## src/cpu_isa_pkg.sv

```systemverilog
package cpu_isa_pkg;

	// Operation classes after decode
	typedef enum logic [3:0] {
		OP_LD,
		OP_ST,
		OP_ADC,
		OP_SBC,
		OP_AND,
		OP_ORA,
		OP_EOR,
		OP_INC,
		OP_DEC,
		OP_XFER,
		OP_TXS,
		OP_CLC,
		OP_SEC,
		OP_PHP,
		OP_JMP,
		OP_NOP
	} opcode_e;

	typedef enum logic [1:0] {
		MODE_IMP,
		MODE_IMM,
		MODE_ABS
	} mode_e;

	typedef enum logic [2:0] {
		REG_A,
		REG_X,
		REG_Y,
		REG_SP,
		REG_P,
		REG_NONE
	} reg_sel_e;

	typedef enum logic [2:0] {
		ALU_ADD,
		ALU_SUB,
		ALU_AND,
		ALU_OR,
		ALU_XOR,
		ALU_INC,
		ALU_DEC,
		ALU_PASS
	} alu_func_e;

	typedef enum logic [1:0] {
		SRC_REG,
		SRC_DATA,
		SRC_CONST
	} alu_src_e;

	// Memory address source
	typedef enum logic [1:0] {
		ADDR_PC,
		ADDR_ABS,
		ADDR_STACK
	} addr_sel_e;

	typedef enum logic [2:0] {
		S_FETCH,
		S_DECODE,
		S_OPER,
		S_ADL_FETCH,
		S_ADH_FETCH,
		S_MEM_READ,
		S_MEM_WRITE,
		S_PUSH
	} seq_state_e;

endpackage

```

## src/cpu_cfg_pkg.sv

```systemverilog
package cpu_cfg_pkg;

	localparam int DATA_W = 8;
	localparam int ADDR_W = 16;

	// Status register bit positions
	localparam int STATUS_C = 0;
	localparam int STATUS_Z = 1;
	localparam int STATUS_I = 2;
	localparam int STATUS_B = 4;
	localparam int STATUS_V = 6;
	localparam int STATUS_N = 7;

	localparam logic [DATA_W-1:0] STACK_PAGE = 8'h01;
	localparam logic [ADDR_W-1:0] RESET_VECTOR = 16'h0000;

endpackage
```

## src/cpu.sv

```systemverilog
`timescale 1ns/10ps

module cpu #(
	parameter logic [cpu_cfg_pkg::ADDR_W-1:0] reset_vector_p = cpu_cfg_pkg::RESET_VECTOR
) (
	input  logic                           clk_i,
	input  logic                           arst_n_i,
	input  logic [cpu_cfg_pkg::DATA_W-1:0] data_i,
	output logic [cpu_cfg_pkg::ADDR_W-1:0] addr_o,
	output logic [cpu_cfg_pkg::DATA_W-1:0] data_o,
	output logic                           we_o,
	output logic                           sync_o
);

import cpu_cfg_pkg::*;
import cpu_isa_pkg::*;

logic [DATA_W-1:0] ir_q;
logic [DATA_W-1:0] opcode;
logic              ir_we;
opcode_e           op;
mode_e             mode;
reg_sel_e          src;
reg_sel_e          dst;
reg_sel_e          reg_we_sel;
reg_sel_e          reg_rd_sel;
logic              adl_we;
logic              adh_we;
logic              sp_dec;
logic              pc_inc;
logic              pc_load;
alu_func_e         alu_func;
alu_src_e          alu_src;
logic [DATA_W-1:0] st_mask;
logic [DATA_W-1:0] st_set;
logic [DATA_W-1:0] st_clr;
addr_sel_e         addr_sel;
logic              data_sel;
logic [DATA_W-1:0] alu_a;
logic [DATA_W-1:0] alu_y;
logic              alu_carry;
logic              alu_sign;
logic              alu_zero;
logic              alu_ovf;
logic [DATA_W-1:0] rd;
logic [DATA_W-1:0] adl;
logic [DATA_W-1:0] adh;
logic [DATA_W-1:0] sp;
logic [DATA_W-1:0] p;
logic [ADDR_W-1:0] pc_addr;

// Instruction register
always_ff @(posedge clk_i or negedge arst_n_i) begin
	if (!arst_n_i)
		ir_q <= '0;
	else if (ir_we)
		ir_q <= data_i;
end

// Decode the bus byte during fetch, the latched opcode afterwards
assign opcode = ir_we ? data_i : ir_q;

always_comb begin
	case (alu_src)
		SRC_REG:  alu_a = rd;
		SRC_DATA: alu_a = data_i;
		default:  alu_a = '0;
	endcase
end

always_comb begin
	case (addr_sel)
		ADDR_ABS:   addr_o = {adh, adl};
		ADDR_STACK: addr_o = {STACK_PAGE, sp};
		default:    addr_o = pc_addr;
	endcase
end

assign data_o = data_sel ? p : rd;

alu alu0 (
	.func_i  (alu_func),
	.a_i     (alu_a),
	.b_i     (data_i),
	.carry_i (p[STATUS_C]),
	.y_o     (alu_y),
	.carry_o (alu_carry),
	.sign_o  (alu_sign),
	.zero_o  (alu_zero),
	.ovf_o   (alu_ovf)
);

reg_file regs0 (
	.clk_i    (clk_i),
	.arst_n_i (arst_n_i),
	.we_sel_i (reg_we_sel),
	.rd_sel_i (reg_rd_sel),
	.din_i    (alu_y),
	.adl_we_i (adl_we),
	.adh_we_i (adh_we),
	.sp_dec_i (sp_dec),
	.rd_o     (rd),
	.adl_o    (adl),
	.adh_o    (adh),
	.sp_o     (sp)
);

status_reg p0 (
	.clk_i    (clk_i),
	.arst_n_i (arst_n_i),
	.flags_i  ({alu_sign, alu_ovf, alu_zero, alu_carry}),
	.mask_i   (st_mask),
	.set_i    (st_set),
	.clr_i    (st_clr),
	.p_o      (p)
);

pc #(
	.reset_vector_p (reset_vector_p)
) pc0 (
	.clk_i     (clk_i),
	.arst_n_i  (arst_n_i),
	.inc_i     (pc_inc),
	.load_i    (pc_load),
	.load_lo_i (adl),
	.load_hi_i (data_i),
	.pc_o      (pc_addr)
);

idec idec0 (
	.opcode_i (opcode),
	.op_o     (op),
	.mode_o   (mode),
	.src_o    (src),
	.dst_o    (dst)
);

sequencer seq0 (
	.clk_i        (clk_i),
	.arst_n_i     (arst_n_i),
	.op_i         (op),
	.mode_i       (mode),
	.src_i        (src),
	.dst_i        (dst),
	.ir_we_o      (ir_we),
	.reg_we_sel_o (reg_we_sel),
	.reg_rd_sel_o (reg_rd_sel),
	.adl_we_o     (adl_we),
	.adh_we_o     (adh_we),
	.sp_dec_o     (sp_dec),
	.pc_inc_o     (pc_inc),
	.pc_load_o    (pc_load),
	.alu_func_o   (alu_func),
	.alu_src_o    (alu_src),
	.st_mask_o    (st_mask),
	.st_set_o     (st_set),
	.st_clr_o     (st_clr),
	.addr_sel_o   (addr_sel),
	.data_sel_o   (data_sel),
	.we_o         (we_o),
	.sync_o       (sync_o)
);

endmodule

```

## src/sequencer.sv

```systemverilog
`timescale 1ns/10ps

module sequencer (
	input  logic                           clk_i,
	input  logic                           arst_n_i,
	input  cpu_isa_pkg::opcode_e           op_i,
	input  cpu_isa_pkg::mode_e             mode_i,
	input  cpu_isa_pkg::reg_sel_e          src_i,
	input  cpu_isa_pkg::reg_sel_e          dst_i,
	output logic                           ir_we_o,
	output cpu_isa_pkg::reg_sel_e          reg_we_sel_o,
	output cpu_isa_pkg::reg_sel_e          reg_rd_sel_o,
	output logic                           adl_we_o,
	output logic                           adh_we_o,
	output logic                           sp_dec_o,
	output logic                           pc_inc_o,
	output logic                           pc_load_o,
	output cpu_isa_pkg::alu_func_e         alu_func_o,
	output cpu_isa_pkg::alu_src_e          alu_src_o,
	output logic [cpu_cfg_pkg::DATA_W-1:0] st_mask_o,
	output logic [cpu_cfg_pkg::DATA_W-1:0] st_set_o,
	output logic [cpu_cfg_pkg::DATA_W-1:0] st_clr_o,
	output cpu_isa_pkg::addr_sel_e         addr_sel_o,
	output logic                           data_sel_o,
	output logic                           we_o,
	output logic                           sync_o
);

import cpu_cfg_pkg::*;
import cpu_isa_pkg::*;

localparam logic [DATA_W-1:0] MASK_C = DATA_W'(1) << STATUS_C;
localparam logic [DATA_W-1:0] MASK_NZ = (DATA_W'(1) << STATUS_N) | (DATA_W'(1) << STATUS_Z);
localparam logic [DATA_W-1:0] MASK_NVZC = MASK_NZ | MASK_C | (DATA_W'(1) << STATUS_V);

seq_state_e state_q;
seq_state_e state_d;
// Low for the first cycle out of reset, so the first fetch starts clean
logic       run_q;

always_ff @(posedge clk_i or negedge arst_n_i) begin
	if (!arst_n_i) begin
		state_q <= S_FETCH;
		run_q <= 1'b0;
	end else begin
		state_q <= state_d;
		run_q <= 1'b1;
	end
end

// In FETCH the decoder sees the opcode straight off the bus
always_comb begin
	case (state_q)
		S_FETCH: begin
			if (!run_q)
				state_d = S_FETCH;
			else if (op_i == OP_PHP)
				state_d = S_DECODE;
			else if (mode_i == MODE_ABS)
				state_d = S_ADL_FETCH;
			else
				state_d = S_OPER;
		end
		S_DECODE: state_d = S_PUSH;
		S_ADL_FETCH: state_d = S_ADH_FETCH;
		S_ADH_FETCH: begin
			if (op_i == OP_LD)
				state_d = S_MEM_READ;
			else if (op_i == OP_ST)
				state_d = S_MEM_WRITE;
			else
				state_d = S_FETCH;
		end
		default: state_d = S_FETCH;
	endcase
end

always_comb begin
	ir_we_o = 1'b0;
	reg_we_sel_o = REG_NONE;
	reg_rd_sel_o = src_i;
	adl_we_o = 1'b0;
	adh_we_o = 1'b0;
	sp_dec_o = 1'b0;
	pc_inc_o = 1'b0;
	pc_load_o = 1'b0;
	alu_func_o = ALU_PASS;
	alu_src_o = SRC_REG;
	st_mask_o = '0;
	st_set_o = '0;
	st_clr_o = '0;
	addr_sel_o = ADDR_PC;
	data_sel_o = 1'b0;
	we_o = 1'b0;
	sync_o = 1'b0;
	case (state_q)
		S_FETCH: begin
			sync_o = run_q;
			ir_we_o = run_q;
			pc_inc_o = run_q;
		end
		S_OPER: begin
			pc_inc_o = (mode_i == MODE_IMM);
			reg_we_sel_o = dst_i;
			case (op_i)
				// Zero OR operand gives the loaded byte with N and Z
				OP_LD: begin
					alu_src_o = SRC_CONST;
					alu_func_o = ALU_OR;
					st_mask_o = MASK_NZ;
				end
				OP_ADC: begin
					alu_func_o = ALU_ADD;
					st_mask_o = MASK_NVZC;
				end
				OP_SBC: begin
					alu_func_o = ALU_SUB;
					st_mask_o = MASK_NVZC;
				end
				OP_AND: begin
					alu_func_o = ALU_AND;
					st_mask_o = MASK_NZ;
				end
				OP_ORA: begin
					alu_func_o = ALU_OR;
					st_mask_o = MASK_NZ;
				end
				OP_EOR: begin
					alu_func_o = ALU_XOR;
					st_mask_o = MASK_NZ;
				end
				OP_INC: begin
					alu_func_o = ALU_INC;
					st_mask_o = MASK_NZ;
				end
				OP_DEC: begin
					alu_func_o = ALU_DEC;
					st_mask_o = MASK_NZ;
				end
				OP_XFER: st_mask_o = MASK_NZ;
				OP_CLC: st_clr_o = MASK_C;
				OP_SEC: st_set_o = MASK_C;
				default: ;
			endcase
		end
		S_ADL_FETCH: begin
			alu_src_o = SRC_DATA;
			adl_we_o = 1'b1;
			pc_inc_o = 1'b1;
		end
		S_ADH_FETCH: begin
			alu_src_o = SRC_DATA;
			if (op_i == OP_JMP) begin
				pc_load_o = 1'b1;
			end else begin
				adh_we_o = 1'b1;
				pc_inc_o = 1'b1;
			end
		end
		S_MEM_READ: begin
			addr_sel_o = ADDR_ABS;
			alu_src_o = SRC_CONST;
			alu_func_o = ALU_OR;
			reg_we_sel_o = dst_i;
			st_mask_o = MASK_NZ;
		end
		S_MEM_WRITE: begin
			addr_sel_o = ADDR_ABS;
			we_o = 1'b1;
		end
		S_PUSH: begin
			addr_sel_o = ADDR_STACK;
			data_sel_o = 1'b1;
			we_o = 1'b1;
			sp_dec_o = 1'b1;
		end
		default: ;
	endcase
end

endmodule

```

## src/idec.sv

```systemverilog
`timescale 1ns/10ps

module idec (
	input  logic [cpu_cfg_pkg::DATA_W-1:0] opcode_i,
	output cpu_isa_pkg::opcode_e           op_o,
	output cpu_isa_pkg::mode_e             mode_o,
	output cpu_isa_pkg::reg_sel_e          src_o,
	output cpu_isa_pkg::reg_sel_e          dst_o
);

import cpu_isa_pkg::*;

// Unknown opcodes fall through to NOP
always_comb begin
	case (opcode_i)
		8'hA9, 8'hA2, 8'hA0, 8'hAD: op_o = OP_LD;
		8'h8D, 8'h8E, 8'h8C: op_o = OP_ST;
		8'h69: op_o = OP_ADC;
		8'hE9: op_o = OP_SBC;
		8'h29: op_o = OP_AND;
		8'h09: op_o = OP_ORA;
		8'h49: op_o = OP_EOR;
		8'hE8, 8'hC8: op_o = OP_INC;
		8'hCA, 8'h88: op_o = OP_DEC;
		8'hAA, 8'hA8, 8'h8A, 8'h98: op_o = OP_XFER;
		8'h9A: op_o = OP_TXS;
		8'h18: op_o = OP_CLC;
		8'h38: op_o = OP_SEC;
		8'h08: op_o = OP_PHP;
		8'h4C: op_o = OP_JMP;
		default: op_o = OP_NOP;
	endcase
end

always_comb begin
	case (opcode_i)
		8'hA9, 8'hA2, 8'hA0, 8'h69, 8'hE9, 8'h29, 8'h09, 8'h49: mode_o = MODE_IMM;
		8'hAD, 8'h8D, 8'h8E, 8'h8C, 8'h4C: mode_o = MODE_ABS;
		default: mode_o = MODE_IMP;
	endcase
end

always_comb begin
	case (opcode_i)
		8'h8D, 8'h69, 8'hE9, 8'h29, 8'h09, 8'h49, 8'hAA, 8'hA8: src_o = REG_A;
		8'h8E, 8'hE8, 8'hCA, 8'h8A, 8'h9A: src_o = REG_X;
		8'h8C, 8'hC8, 8'h88, 8'h98: src_o = REG_Y;
		8'h08: src_o = REG_P;
		default: src_o = REG_NONE;
	endcase
end

always_comb begin
	case (opcode_i)
		8'hA9, 8'hAD, 8'h69, 8'hE9, 8'h29, 8'h09, 8'h49, 8'h8A, 8'h98: dst_o = REG_A;
		8'hA2, 8'hE8, 8'hCA, 8'hAA: dst_o = REG_X;
		8'hA0, 8'hC8, 8'h88, 8'hA8: dst_o = REG_Y;
		8'h9A: dst_o = REG_SP;
		default: dst_o = REG_NONE;
	endcase
end

endmodule

```

## src/pc.sv

```systemverilog
`timescale 1ns/10ps

module pc #(
	parameter logic [cpu_cfg_pkg::ADDR_W-1:0] reset_vector_p = cpu_cfg_pkg::RESET_VECTOR
) (
	input  logic                           clk_i,
	input  logic                           arst_n_i,
	input  logic                           inc_i,
	input  logic                           load_i,
	input  logic [cpu_cfg_pkg::DATA_W-1:0] load_lo_i,
	input  logic [cpu_cfg_pkg::DATA_W-1:0] load_hi_i,
	output logic [cpu_cfg_pkg::ADDR_W-1:0] pc_o
);

import cpu_cfg_pkg::*;

logic [ADDR_W-1:0] pc_q;

// Load wins over increment
always_ff @(posedge clk_i or negedge arst_n_i) begin
	if (!arst_n_i)
		pc_q <= reset_vector_p;
	else if (load_i)
		pc_q <= {load_hi_i, load_lo_i};
	else if (inc_i)
		pc_q <= pc_q + ADDR_W'(1);
end

assign pc_o = pc_q;

endmodule

```

## src/status_reg.sv

```systemverilog
`timescale 1ns/10ps

module status_reg (
	input  logic                           clk_i,
	input  logic                           arst_n_i,
	input  logic [3:0]                     flags_i,
	input  logic [cpu_cfg_pkg::DATA_W-1:0] mask_i,
	input  logic [cpu_cfg_pkg::DATA_W-1:0] set_i,
	input  logic [cpu_cfg_pkg::DATA_W-1:0] clr_i,
	output logic [cpu_cfg_pkg::DATA_W-1:0] p_o
);

import cpu_cfg_pkg::*;

localparam int                P_ONE_BIT = 5;
localparam logic [DATA_W-1:0] P_RESET = 8'h20;

logic [DATA_W-1:0] p_q;
logic [DATA_W-1:0] flag_vec;
logic [DATA_W-1:0] p_d;

always_comb begin
	// flags_i is {N, V, Z, C}
	flag_vec = '0;
	flag_vec[STATUS_N] = flags_i[3];
	flag_vec[STATUS_V] = flags_i[2];
	flag_vec[STATUS_Z] = flags_i[1];
	flag_vec[STATUS_C] = flags_i[0];
	p_d = ((p_q & ~mask_i) | (flag_vec & mask_i) | set_i) & ~clr_i;
	p_d[P_ONE_BIT] = 1'b1;
	// No interrupt support, so B and I stay clear
	p_d[STATUS_B] = 1'b0;
	p_d[STATUS_I] = 1'b0;
end

always_ff @(posedge clk_i or negedge arst_n_i) begin
	if (!arst_n_i)
		p_q <= P_RESET;
	else
		p_q <= p_d;
end

assign p_o = p_q;

endmodule

```

## src/reg_file.sv

```systemverilog
`timescale 1ns/10ps

module reg_file (
	input  logic                           clk_i,
	input  logic                           arst_n_i,
	input  cpu_isa_pkg::reg_sel_e          we_sel_i,
	input  cpu_isa_pkg::reg_sel_e          rd_sel_i,
	input  logic [cpu_cfg_pkg::DATA_W-1:0] din_i,
	input  logic                           adl_we_i,
	input  logic                           adh_we_i,
	input  logic                           sp_dec_i,
	output logic [cpu_cfg_pkg::DATA_W-1:0] rd_o,
	output logic [cpu_cfg_pkg::DATA_W-1:0] adl_o,
	output logic [cpu_cfg_pkg::DATA_W-1:0] adh_o,
	output logic [cpu_cfg_pkg::DATA_W-1:0] sp_o
);

import cpu_cfg_pkg::*;
import cpu_isa_pkg::*;

logic [DATA_W-1:0] a_q;
logic [DATA_W-1:0] x_q;
logic [DATA_W-1:0] y_q;
logic [DATA_W-1:0] sp_q;
logic [DATA_W-1:0] adl_q;
logic [DATA_W-1:0] adh_q;

always_ff @(posedge clk_i or negedge arst_n_i) begin
	if (!arst_n_i) begin
		a_q <= '0;
		x_q <= '0;
		y_q <= '0;
		sp_q <= '1;
	end else begin
		case (we_sel_i)
			REG_A:  a_q <= din_i;
			REG_X:  x_q <= din_i;
			REG_Y:  y_q <= din_i;
			REG_SP: sp_q <= din_i;
			default: ;
		endcase
		// Post-decrement after a push
		if (sp_dec_i)
			sp_q <= sp_q - DATA_W'(1);
	end
end

// Address latches for absolute operands
always_ff @(posedge clk_i) begin
	if (adl_we_i)
		adl_q <= din_i;
	if (adh_we_i)
		adh_q <= din_i;
end

always_comb begin
	case (rd_sel_i)
		REG_A:  rd_o = a_q;
		REG_X:  rd_o = x_q;
		REG_Y:  rd_o = y_q;
		REG_SP: rd_o = sp_q;
		default: rd_o = '0;
	endcase
end

assign adl_o = adl_q;
assign adh_o = adh_q;
assign sp_o = sp_q;

endmodule

```

## src/alu.sv

```systemverilog
`timescale 1ns/10ps

module alu (
	input  cpu_isa_pkg::alu_func_e         func_i,
	input  logic [cpu_cfg_pkg::DATA_W-1:0] a_i,
	input  logic [cpu_cfg_pkg::DATA_W-1:0] b_i,
	input  logic                           carry_i,
	output logic [cpu_cfg_pkg::DATA_W-1:0] y_o,
	output logic                           carry_o,
	output logic                           sign_o,
	output logic                           zero_o,
	output logic                           ovf_o
);

import cpu_cfg_pkg::*;
import cpu_isa_pkg::*;

// Constant generator for INC and DEC
localparam logic [DATA_W-1:0] CONST_ONE = DATA_W'(1);

logic [DATA_W-1:0] add_b;
logic              add_c;
logic [DATA_W:0]   sum;
logic              arith;

always_comb begin
	add_b = b_i;
	add_c = carry_i;
	case (func_i)
		ALU_SUB: add_b = ~b_i;
		ALU_INC: begin
			add_b = CONST_ONE;
			add_c = 1'b0;
		end
		// a - 1 as a + ~1 + 1
		ALU_DEC: begin
			add_b = ~CONST_ONE;
			add_c = 1'b1;
		end
		default: ;
	endcase
end

assign sum = {1'b0, a_i} + {1'b0, add_b} + {{DATA_W{1'b0}}, add_c};
assign arith = (func_i == ALU_ADD) || (func_i == ALU_SUB) ||
	(func_i == ALU_INC) || (func_i == ALU_DEC);

always_comb begin
	case (func_i)
		ALU_AND: y_o = a_i & b_i;
		ALU_OR:  y_o = a_i | b_i;
		ALU_XOR: y_o = a_i ^ b_i;
		ALU_PASS: y_o = a_i;
		default: y_o = sum[DATA_W-1:0];
	endcase
end

assign carry_o = arith & sum[DATA_W];
// Signed overflow when both operands agree in sign and the result does not
assign ovf_o = arith & (a_i[DATA_W-1] == add_b[DATA_W-1]) &
	(sum[DATA_W-1] != a_i[DATA_W-1]);
assign sign_o = y_o[DATA_W-1];
assign zero_o = (y_o == '0);

endmodule

```

## config.mk

```make
export PLATFORM = sky130hd
export DESIGN_NAME = cpu
export DESIGN_NICKNAME = d
export VERILOG_FILES = /design/src/cpu_isa_pkg.sv /design/src/cpu_cfg_pkg.sv /design/src/cpu.sv /design/src/sequencer.sv /design/src/idec.sv /design/src/pc.sv /design/src/status_reg.sv /design/src/reg_file.sv /design/src/alu.sv
export SDC_FILE = /design/constraint.sdc
export NUM_CORES = 1
export LEC_CHECK = 0
export BUFFER_PORTS_ARGS = -buffer_cell sky130_fd_sc_hd__clkbuf_2
export CAP_MARGIN = 0
export CORE_MARGIN = 4
export CORE_UTILIZATION = 45
export CTS_BUF_LIST = sky130_fd_sc_hd__clkbuf_8
export CTS_CLUSTER_SIZE = 8
export DETAILED_ROUTE_END_ITERATION = 10
export HOLD_SLACK_MARGIN = 0.05
export PLACE_DENSITY_LB_ADDON = 0.05
export SYNTH_ARGS = -nofsm -noshare
export SYNTH_HDL_FRONTEND = slang
export SYNTH_SLANG_ARGS = --single-unit
```

## constraint.sdc

```tcl
create_clock -name clk_i -period 7.3 [get_ports clk_i]
set_input_delay 0.73 -clock clk_i [delete_from_list [all_inputs] [get_ports clk_i]]
set_output_delay 0.73 -clock clk_i [all_outputs]
set_load 0.01 [all_outputs]
```

==> flow_summary.json, run 1 <==
{
  "drive_gt1_frac": 0.146,
  "synth_top_family_by_area": "compound AO/OA/AOI/OAI gates",
  "synth_top_area_cell": "dfrtp_1",
  "leakage_nw": 2.84,
  "cts.clk_slew.worst_paths_ns": 0.09,
  "dp.cells": 931,
  "worst_hold_path.num_cells": 2,
  "ys_ff_latch": 80,
  "hp-class": "reg -> reg",
  "cts_buffer_depth": 2,
  "muxShareOfSynthArea": 0.0659,
  "p_int_mw": 1.01,
  "synthSimpleGateAreaFrac": 0.221,
  "clockPowerShare": 0.168,
  "avgSynthCellArea_um2": 8.53,
  "outcome": "completed",
  "fin_util": 0.491,
  "finalInstanceArea_mm2": 0.00685,
  "fin_tns_setup_ns": 0,
  "dp_hpwl_mm": 15.0,
  "worst-path-max-fanout": 29,
  "wl_per_cell_um": 21.9,
  "setup.worst_path.end_class": "flop",
  "synth_flop_cell": "dfrtp_1",
  "rsz0062_at_grt": "no",
  "yosysSeqAreaShare": 0.325,
  "synthAdderAreaFrac": 0.0587,
  "r2r_start": "seq0.state_q[2]",
  "synthTopCellsByCount": "nand2_1 (96), o21ai_0 (69), dfrtp_1 (56)",
  "clk_latency_ns": 0.38,
  "ctsHoldBuffers": 0,
  "grt_antenna_before_repair": 0,
  "rows": 43,
  "synth_compound_area_frac": 0.238,
  "vias": 6004,
  "syn-cell-area_mm2": 0.00644,
  "r2r_setup_slack_ns": 0.91,
  "drtAntennaViolNets": 0,
  "drt-initial-drc-count": 565,
  "cts-resized-gates": 0,
  "grt_max_degree": 65,
  "grt_pass1_wl_mm": 32.2,
  "num_antenna_cells": 0,
  "firstDrtPassIters": 7,
  "yosysMostFrequentCell": "nand2_1",
  "slew_headroom": 0.367,
  "cts_root_buf": "clkbuf_8",
  "synthCells": 755,
  "cts_sinks": 80,
  "grt_pass1_vias": 5788,
  "synthTopCellsByArea": "dfrtp_1 (22%), edfxtp_1 (7.5%), nand2_1 (5.6%)",
  "reg2reg_depth": 23,
  "place_congestion": 0.991,
  "fin_crit_sh": 0.875,
  "async_flop_share": 0.800,
  "drc": 0,
  "fmax_mhz": 157,
  "synth_top_area_frac": 0.218,
  "final-max-slew-violation-count": 0,
  "hp-start": "regs0.adl_o[0]",
  "die_w_um": 128,
  "drv_cap": 0,
  "synth_xor_area_frac": 0.0354,
  "critPathKind": "reg -> reg",
  "whs_ns": 0.491,
  "io_buffers": 35,
  "final_cells": 947,
  "critPathArrivalTime_ns": 6.66,
  "core_mm2": 0.0139,
  "power_mw": 1.88,
  "p_comb_frac": 0.444,
  "fin_nets": 801,
  "postPlaceCellArea_mm2": 0.00667,
  "routed_via_density": 6.34,
  "ys_types": 90,
  "gr-usage-all-layers": 0.253,
  "area_growth_pct": 6.36,
  "setup_violations": 0,
  "grt.busiest_layer": "met2",
  "htreeDepth": 3,
  "finClkSkew_ns": 0.0117,
  "pwr-share-seq": 0.388,
  "yosysWarnings": 0,
  "cts_tree": "yes",
  "worst_slack_ns": 0.910,
  "die_area_mm2": 0.0163,
  "hold_viol": 0,
  "io_pins": 36,
  "place_worst_setup_slack_ns": 0.963,
  "synth_edf_count": 16,
  "grt_util_met2": 0.391,
  "die_h_um": 128,
  "cts_buffers": 9,
  "syn_nets": 794,
  "cp-start-kind": "flop",
  "wl_mm": 20.7,
  "use_met3": 0.0539,
  "tightestPinTransition_ns": 0.935,
  "power_switching_mw": 0.866,
  "grt-ovfl-total": 0,
  "grt.met1_usage": 0.349,
  "vdd_drop_max_mv": 0.147,
  "power_density_mw_per_mm2": 275,
  "swShare": 0.461,
  "holdPathEnd": "pc0.pc_o[0]",
  "initial_core_util": 0.462,
  "min_period_ns": 6.39,
  "cp.required_ns": 7.57,
  "post_cts_buffers": 0
}
[cell type report]
cell class              count  area (µm²)
well taps                 180         225
clock inverters             7        52.6
repair buffers             39         205
flip-flops and latches     80        2090
inverters                  42         159
clock buffers               9         124
fillers                  1382        7090
multi-input cells         590        3990
[power groups by stage]
stage	combinational, mW	clock, mW	sequential (mW)
2_1_floorplan	0.665	0	0.644
3_3_place_gp	0.816	0	0.729
3_5_place_dp	0.822	0	0.734
4_1_cts	0.826	0.325	0.724
5_1_grt	0.911	0.346	0.748
6_report	0.835	0.315	0.730
[state kept, by name, summed over array words and instances, names as in the netlist, named ones only]
signal	flops
regs0.sp_o	8
seq0.run_q	1
ir_q	8
regs0.y_q	8
regs0.a_q	8
regs0.adh_o	8
regs0.x_q	8
regs0.adl_o	8
p0.p_o	1
seq0.state_q	3
pc0.pc_o	16
[kinds of logic after synthesis]
family,Yosys count
muxes,39
and+or+nand+nor,272
xor gates and xnor gates,26
other,1
AOI/OAI and AO/OA,223
adders and majority gates,29
DFF,80
buffers and inverters,85
[worst max-delay path by stage]
stage                                from   end  slack [ns]  cells past startpoint
after floorplan                 data_i[1]  flop        1.88                     21
after global placement          data_i[4]  flop        1.19                     22
after detailed placement  seq0.state_q[2]  flop        0.96                     23
after CTS                 seq0.state_q[2]  flop        0.95                     23
after global routing      seq0.state_q[2]  flop        0.38                     21
final                     seq0.state_q[2]  flop        0.91                     23
[cells in the final DEF, fill, tap and decap left out, types with 5 or more instances in the layout]
| cell | n |
|---|---|
| a31oi_1 | 5 |
| a22o_1 | 12 |
| a21oi_1 | 40 |
| ha_1 | 27 |
| mux2_2 | 22 |
| nor4_1 | 9 |
| or3_1 | 5 |
| o211ai_1 | 8 |
| nand3_1 | 19 |
| xor2_1 | 15 |
| o31ai_1 | 6 |
| a211oi_1 | 5 |
| nor2_1 | 47 |
| o21ai_0 | 69 |
| dfstp_2 | 8 |
| xnor2_1 | 11 |
| mux2i_1 | 15 |
| and3_1 | 5 |
| inv_1 | 36 |
| nand4_1 | 12 |
| a21o_1 | 5 |
| clkbuf_8 | 9 |
| nor2b_1 | 10 |
| o22ai_1 | 6 |
| edfxtp_1 | 16 |
| nand2_1 | 96 |
| a32oi_1 | 7 |
| dfrtp_1 | 56 |
| a22oi_1 | 12 |
| and2_1 | 11 |
| clkbuf_2 | 34 |
| nand2b_1 | 9 |
| nor3_1 | 11 |
[worst max-delay path, cell delays in order, from the launching register on]
cell and delay, ns:
dfrtp_1 0.63, or4b_1 0.66, clkinv_2 0.32, mux2_2 0.43, o311ai_0 0.41, a21o_1 0.17
a2bb2oi_1 0.26, and2_1 0.42, nand2_1 0.28, a211oi_1 0.41, fa_1 0.27, inv_1 0.06
fa_1 0.39, inv_1 0.07, a21oi_1 0.06, o21ai_0 0.26, a21oi_1 0.11, nor2b_1 0.15
nor2_1 0.07, xnor2_1 0.16, nand2_1 0.09, nand3_1 0.30, inv_2 0.10, a41o_1 0.19
[metal layers]
| layer | wire length [µm] | vias up |
|---|---|---|
| met2 | 9230 | 246 |
| met5 | 0 | - |
| met4 | 617 | 0 |
| li1 | - | 2800 |
| met1 | 9450 | 2915 |
| met3 | 1400 | 43 |
No activity file was read; power rests on OpenSTA's default activity.
==> run 2: changes to the inputs <==
--- a/config.mk
+++ b/config.mk
@@ -7,13 +7,13 @@
 export LEC_CHECK = 0
 export BUFFER_PORTS_ARGS = -buffer_cell sky130_fd_sc_hd__clkbuf_2
 export CAP_MARGIN = 0
-export CORE_MARGIN = 4
 export CORE_UTILIZATION = 45
 export CTS_BUF_LIST = sky130_fd_sc_hd__clkbuf_8
 export CTS_CLUSTER_SIZE = 8
 export DETAILED_ROUTE_END_ITERATION = 10
 export HOLD_SLACK_MARGIN = 0.05
-export PLACE_DENSITY_LB_ADDON = 0.05
+export PLACE_DENSITY = 0.69
 export SYNTH_ARGS = -nofsm -noshare
 export SYNTH_HDL_FRONTEND = slang
 export SYNTH_SLANG_ARGS = --single-unit
+export TNS_END_PERCENT = 50
==> run 2 against run 1 <==
Net effect:
- core utilization grew 0.57 points
- worst hold slack lost 0.0047 ns
- wire length shrank 2.0%
- flip-flop and latch count unchanged
- global-route usage up 3.2 points
- die area is 9.2% lower
- design area up 1.2%
- non-clock buffer count rose by 1
- total power is 4.7% higher
- sequential share of layout area shrank 0.35 points
- combinational power about the same
- worst setup slack worse by 0.20 ns
- largest power group unchanged
==> flow_summary.json, run 2 (synthesized netlist as in run 1, its figures left out) <==
{
  "cts_root_buf": "clkbuf_8",
  "power_mw": 1.97,
  "cp-start-kind": "flop",
  "worst-path-max-fanout": 29,
  "vias": 6002,
  "die_h_um": 122,
  "final-max-slew-violation-count": 0,
  "core_mm2": 0.0139,
  "regArea_mm2": 0.00209,
  "place_congestion": 0.990,
  "cts.clk_slew.worst_paths_ns": 0.09,
  "mostFrequentLayoutCells": "nand2_1 (96), o21ai_0 (69), dfrtp_1 (56)",
  "die_w_um": 122,
  "finalInstanceArea_mm2": 0.00693,
  "outcome": "completed",
  "finClkSkew_ns": 0.0123,
  "htreeDepth": 3,
  "rows": 43,
  "wl_per_cell_um": 21.4,
  "slew_headroom": 0.347,
  "die_area_mm2": 0.0148,
  "drc": 0,
  "dp_hpwl_mm": 14.8,
  "ctsHoldBuffers": 0,
  "firstDrtPassIters": 7,
  "drv_cap": 0,
  "rsz0062_at_grt": "no",
  "setup_violations": 0,
  "area_growth_pct": 7.58,
  "critPathKind": "reg -> reg",
  "cts_buffers": 9,
  "vdd_drop_max_mv": 0.162,
  "drt-initial-drc-count": 663,
  "largest_register_ffs": 16,
  "grt_pass1_wl_mm": 32.2,
  "routed_via_density": 6.33,
  "hp-class": "reg -> reg",
  "cts_sinks": 80,
  "setup.worst_path.end_class": "flop",
  "cp.required_ns": 7.60,
  "fin_nets": 802,
  "drive_gt1_frac": 0.150,
  "drtAntennaViolNets": 0,
  "clk_latency_ns": 0.36,
  "grt_pass1_vias": 5866,
  "fin_crit_sh": 0.902,
  "postPlaceCellArea_mm2": 0.00668,
  "tightestPinTransition_ns": 0.974,
  "cts_tree": "yes",
  "num_antenna_cells": 0,
  "gr-usage-all-layers": 0.285,
  "worst_slack_ns": 0.713,
  "grt_max_degree": 65,
  "min_period_ns": 6.59,
  "fin_tns_setup_ns": 0,
  "multi_input_area_mm2": 0.00399,
  "io_pins": 36,
  "io_buffers": 35,
  "fmax_mhz": 152,
  "critPathArrivalTime_ns": 6.89,
  "cts-resized-gates": 0,
  "power_density_mw_per_mm2": 284,
  "cts_buffer_depth": 2,
  "r2r_setup_slack_ns": 0.71,
  "nFillCells": 1319,
  "post_cts_buffers": 0,
  "initial_core_util": 0.462,
  "wl_mm": 20.3,
  "final_common_cell": "nand2_1",
  "grt_antenna_before_repair": 0,
  "grt-ovfl-total": 0,
  "leakage_nw": 2.88,
  "place_worst_setup_slack_ns": 0.353,
  "fin_util": 0.497,
  "hold_viol": 0
}
## run 2: worst paths after layout
| check | startpoint | depth (start not counted) | endpoint |
|---|---|---|---|
| worst min register to register | flop | 2 | flop |
| worst max register to register | seq0.state_q[2] | 21 | flop |
| min in group asynchronous | arst_n_i | 2 | pc0.pc_o[5] |
| worst min-delay path | flop | 2 | flop |
| worst max-delay path | seq0.state_q[2] | 21 | flop |
| max in group asynchronous | arst_n_i | 2 | pc0.pc_o[6] |
## run 2: metal layers
layer,track usage,routed length [µm],up-vias
li1,-,-,2801
met1,0.385,8900,2864
met2,0.450,9400,275
met3,0.0506,1280,62
met4,0.115,699,0
met5,0,0,-
## run 2: critical path, stage by stage (launching register included)
cell and delay, ns:
dfrtp_1 0.62, or4b_4 0.77, clkinv_2 0.35, mux2_2 0.44, o311ai_0 0.59, a21o_1 0.18
a2bb2oi_1 0.25, and2_2 0.35, nand2_1 0.24, o21ai_0 0.20, o21ai_0 0.12, fa_1 0.41
a21o_1 0.19, a21oi_1 0.21, o21ai_0 0.11, a21oi_1 0.25, o21ai_0 0.21, xor2_1 0.18
a22oi_1 0.21, o21ai_2 0.18, nor4_2 0.25, a41o_1 0.19
## run 2: where the power goes
group	internal (mW)	total (mW)	leakage (nW)	switching, mW
clock	0.228	0.396	0.117	0.169
sequential	0.576	0.736	0.963	0.161
combinational	0.315	0.835	1.80	0.519
## run 2: final cells by class
| cell class | count | area share |
|---|---|---|
| multi-input cells | 590 | 0.577 |
| well taps | 180 | 0.0325 |
| flip-flops and latches | 80 | 0.302 |
| clock buffers | 9 | 0.0179 |
| repair buffers | 40 | 0.0307 |
| inverters | 42 | 0.0229 |
| clock inverters | 7 | 0.0172 |
## run 2: metrics by stage
step                hold WS, ns  cells
floorplan                 0.434    755
global placement          0.465    932
detailed placement        0.474    932
CTS                       0.491    948
global route              0.518    948
finish                    0.486    948
==> run 3: changes to the inputs <==
--- a/config.mk
+++ b/config.mk
@@ -7,8 +7,10 @@
 export LEC_CHECK = 0
 export BUFFER_PORTS_ARGS = -buffer_cell sky130_fd_sc_hd__clkbuf_2
 export CAP_MARGIN = 0
+export CORE_ASPECT_RATIO = 1.75
 export CORE_UTILIZATION = 45
 export CTS_BUF_LIST = sky130_fd_sc_hd__clkbuf_8
+export CTS_CLUSTER_DIAMETER = 150
 export CTS_CLUSTER_SIZE = 8
 export DETAILED_ROUTE_END_ITERATION = 10
 export HOLD_SLACK_MARGIN = 0.05
==> run 3 against run 2 <==
Net effect:
- clock power fell by 16%
- combinational power grew 2.5%
- sequential power rose by 1%
- wire length grew 10%
- critical path depth up 1
- worst hold slack improved by 0.0016 ns
- total power fell by 1.8%
- first-iteration DRC count down 43%
- design area fell by 0.34%
- core utilization decreased by 0.073 points
==> flow_summary.json, run 3 (synthesized netlist as in run 1, its figures left out) <==
{
  "power_density_mw_per_mm2": 280,
  "rows": 57,
  "cts_tree": "yes",
  "grt_pass1_vias": 5999,
  "grt_antenna_before_repair": 0,
  "power_mw": 1.93,
  "nFillCells": 1369,
  "rsz0062_at_grt": "no",
  "die_h_um": 160,
  "place_worst_setup_slack_ns": 0.558,
  "min_period_ns": 6.70,
  "drc": 0,
  "drt-initial-drc-count": 379,
  "p_comb_frac": 0.443,
  "grt_max_degree": 65,
  "final-max-slew-violation-count": 0,
  "swShare": 0.456,
  "vias": 6091,
  "drive_gt1_frac": 0.153,
  "fmax_mhz": 149,
  "routed_via_density": 6.41,
  "regArea_mm2": 0.00209,
  "largest_register_ffs": 16,
  "grt_pass1_wl_mm": 34.4,
  "cts.clk_slew.worst_paths_ns": 0.09,
  "drv_cap": 0,
  "critPathArrivalTime_ns": 7.00,
  "post_cts_buffers": 0,
  "setup_violations": 0,
  "pwr-share-seq": 0.385,
  "core_mm2": 0.0139,
  "power_switching_mw": 0.880,
  "cts_sinks": 80,
  "outcome": "completed",
  "postPlaceCellArea_mm2": 0.00671,
  "cp-start-kind": "flop",
  "cp.required_ns": 7.60,
  "initial_core_util": 0.463,
  "wl_per_cell_um": 23.6,
  "p_int_mw": 1.05,
  "slew_headroom": 0.414,
  "die_area_mm2": 0.0148,
  "hold_viol": 0,
  "gr-usage-all-layers": 0.309,
  "clockPowerShare": 0.172,
  "htreeDepth": 3,
  "cts_root_buf": "clkbuf_8",
  "wl_mm": 22.4,
  "hp-class": "reg -> reg",
  "multi_input_area_mm2": 0.00399,
  "area_growth_pct": 7.21,
  "io_pins": 36,
  "die_w_um": 92.4,
  "setup.worst_path.end_class": "flop",
  "firstDrtPassIters": 5,
  "finalInstanceArea_mm2": 0.00690,
  "whs_ns": 0.488,
  "fin_nets": 807,
  "leakage_nw": 2.89,
  "grt-ovfl-total": 0,
  "finClkSkew_ns": 0.0121,
  "critPathKind": "reg -> reg",
  "mostFrequentLayoutCells": "nand2_1 (96), o21ai_0 (69), dfrtp_1 (56)",
  "drtAntennaViolNets": 0,
  "cts_buffer_depth": 2,
  "worst_slack_ns": 0.600,
  "worst-path-max-fanout": 29,
  "dp_hpwl_mm": 16.9,
  "clk_latency_ns": 0.37,
  "final_common_cell": "nand2_1",
  "fin_crit_sh": 0.918,
  "cts_buffers": 9,
  "place_congestion": 0.957,
  "num_antenna_cells": 0,
  "io_buffers": 35,
  "tightestPinTransition_ns": 0.879,
  "vdd_drop_max_mv": 0.147,
  "fin_tns_setup_ns": 0
}
run 3: cell types whose count changed in the layout (fill, tap and decap cells not counted):
cell,delta
buf_4,+5
bufinv_16,-2
clkinv_1,-1
clkinv_2,+2
clkinv_4,+1
clkinvlp_4,-1
inv_1,+2
inv_6,-1
or4b_1,+1
or4b_4,-1
run 3: worst max-delay path: stages (launching register included):
cell and delay (ns):
dfrtp_1 0.75, or4b_1 0.44, clkinv_2 0.45, or4_1 0.65, o32ai_1 0.36, a2111oi_4 0.08
a211oi_2 0.41, a31o_4 0.25, and2_1 0.25, nand3_1 0.25, nor2_1 0.16, a211oi_1 0.08
fa_1 0.47, a21o_1 0.20, a21oi_1 0.20, o21ai_0 0.13, a21oi_1 0.22, o21ai_0 0.20
xor2_1 0.18, a22oi_1 0.21, o21ai_2 0.18, nor4_2 0.29, a41o_1 0.22
run 3: cell type report:
type,instances,area share
inverter,42,0.0230
sequential,80,0.303
multi-input combinational,590,0.578
tap,177,0.0321
clock buffer,9,0.0179
clock inverter,7,0.00943
timing repair buffer,45,0.0363
run 3: worst paths after layout:
check / startpoint / end / slack (ns) / cells after the start
max in group asynchronous: arst_n_i / regs0.y_q[7] / 6.17 / 2
min reg2reg: flop / flop / 0.49 / 2
max: seq0.state_q[2] / flop / 0.60 / 22
min in group asynchronous: arst_n_i / pc0.pc_o[8] / 0.56 / 2
max reg2reg: seq0.state_q[2] / flop / 0.60 / 22
min: flop / flop / 0.49 / 2
run 3: per-stage QoR:
stage / util / std cells
after floorplan: - / 755
after global placement: 0.483 / 934
after global routing: 0.496 / 950
after detailed placement: 0.483 / 934
after CTS: 0.496 / 950
final: 0.496 / 950
run 3: repair_timing:
action                                  in CTS  in global routing
resized for setup                            0                  1
hold buffers                                 0                  0
endpoints found under the setup margin       0                  1
run 3: power groups by stage:
stage	Sequential, mW	Combinational, mW	Clock, mW
final	0.743	0.856	0.332
after global routing	0.753	0.932	0.348
after CTS	0.734	0.844	0.327
after detailed placement	0.742	0.841	0
after global placement	0.742	0.825	0
after floorplan	0.644	0.665	0
run 3: routing by layer:
layer  share of wire  vias to the layer above  routed length [µm]  GRT usage
li1                -                     2811                   -          -
met1            0.37                     2941                8250      0.340
met2            0.52                      266               11700      0.551
met3           0.056                       73                1260     0.0438
met4           0.053                        0                1200      0.183
met5               0                        -                   0          0
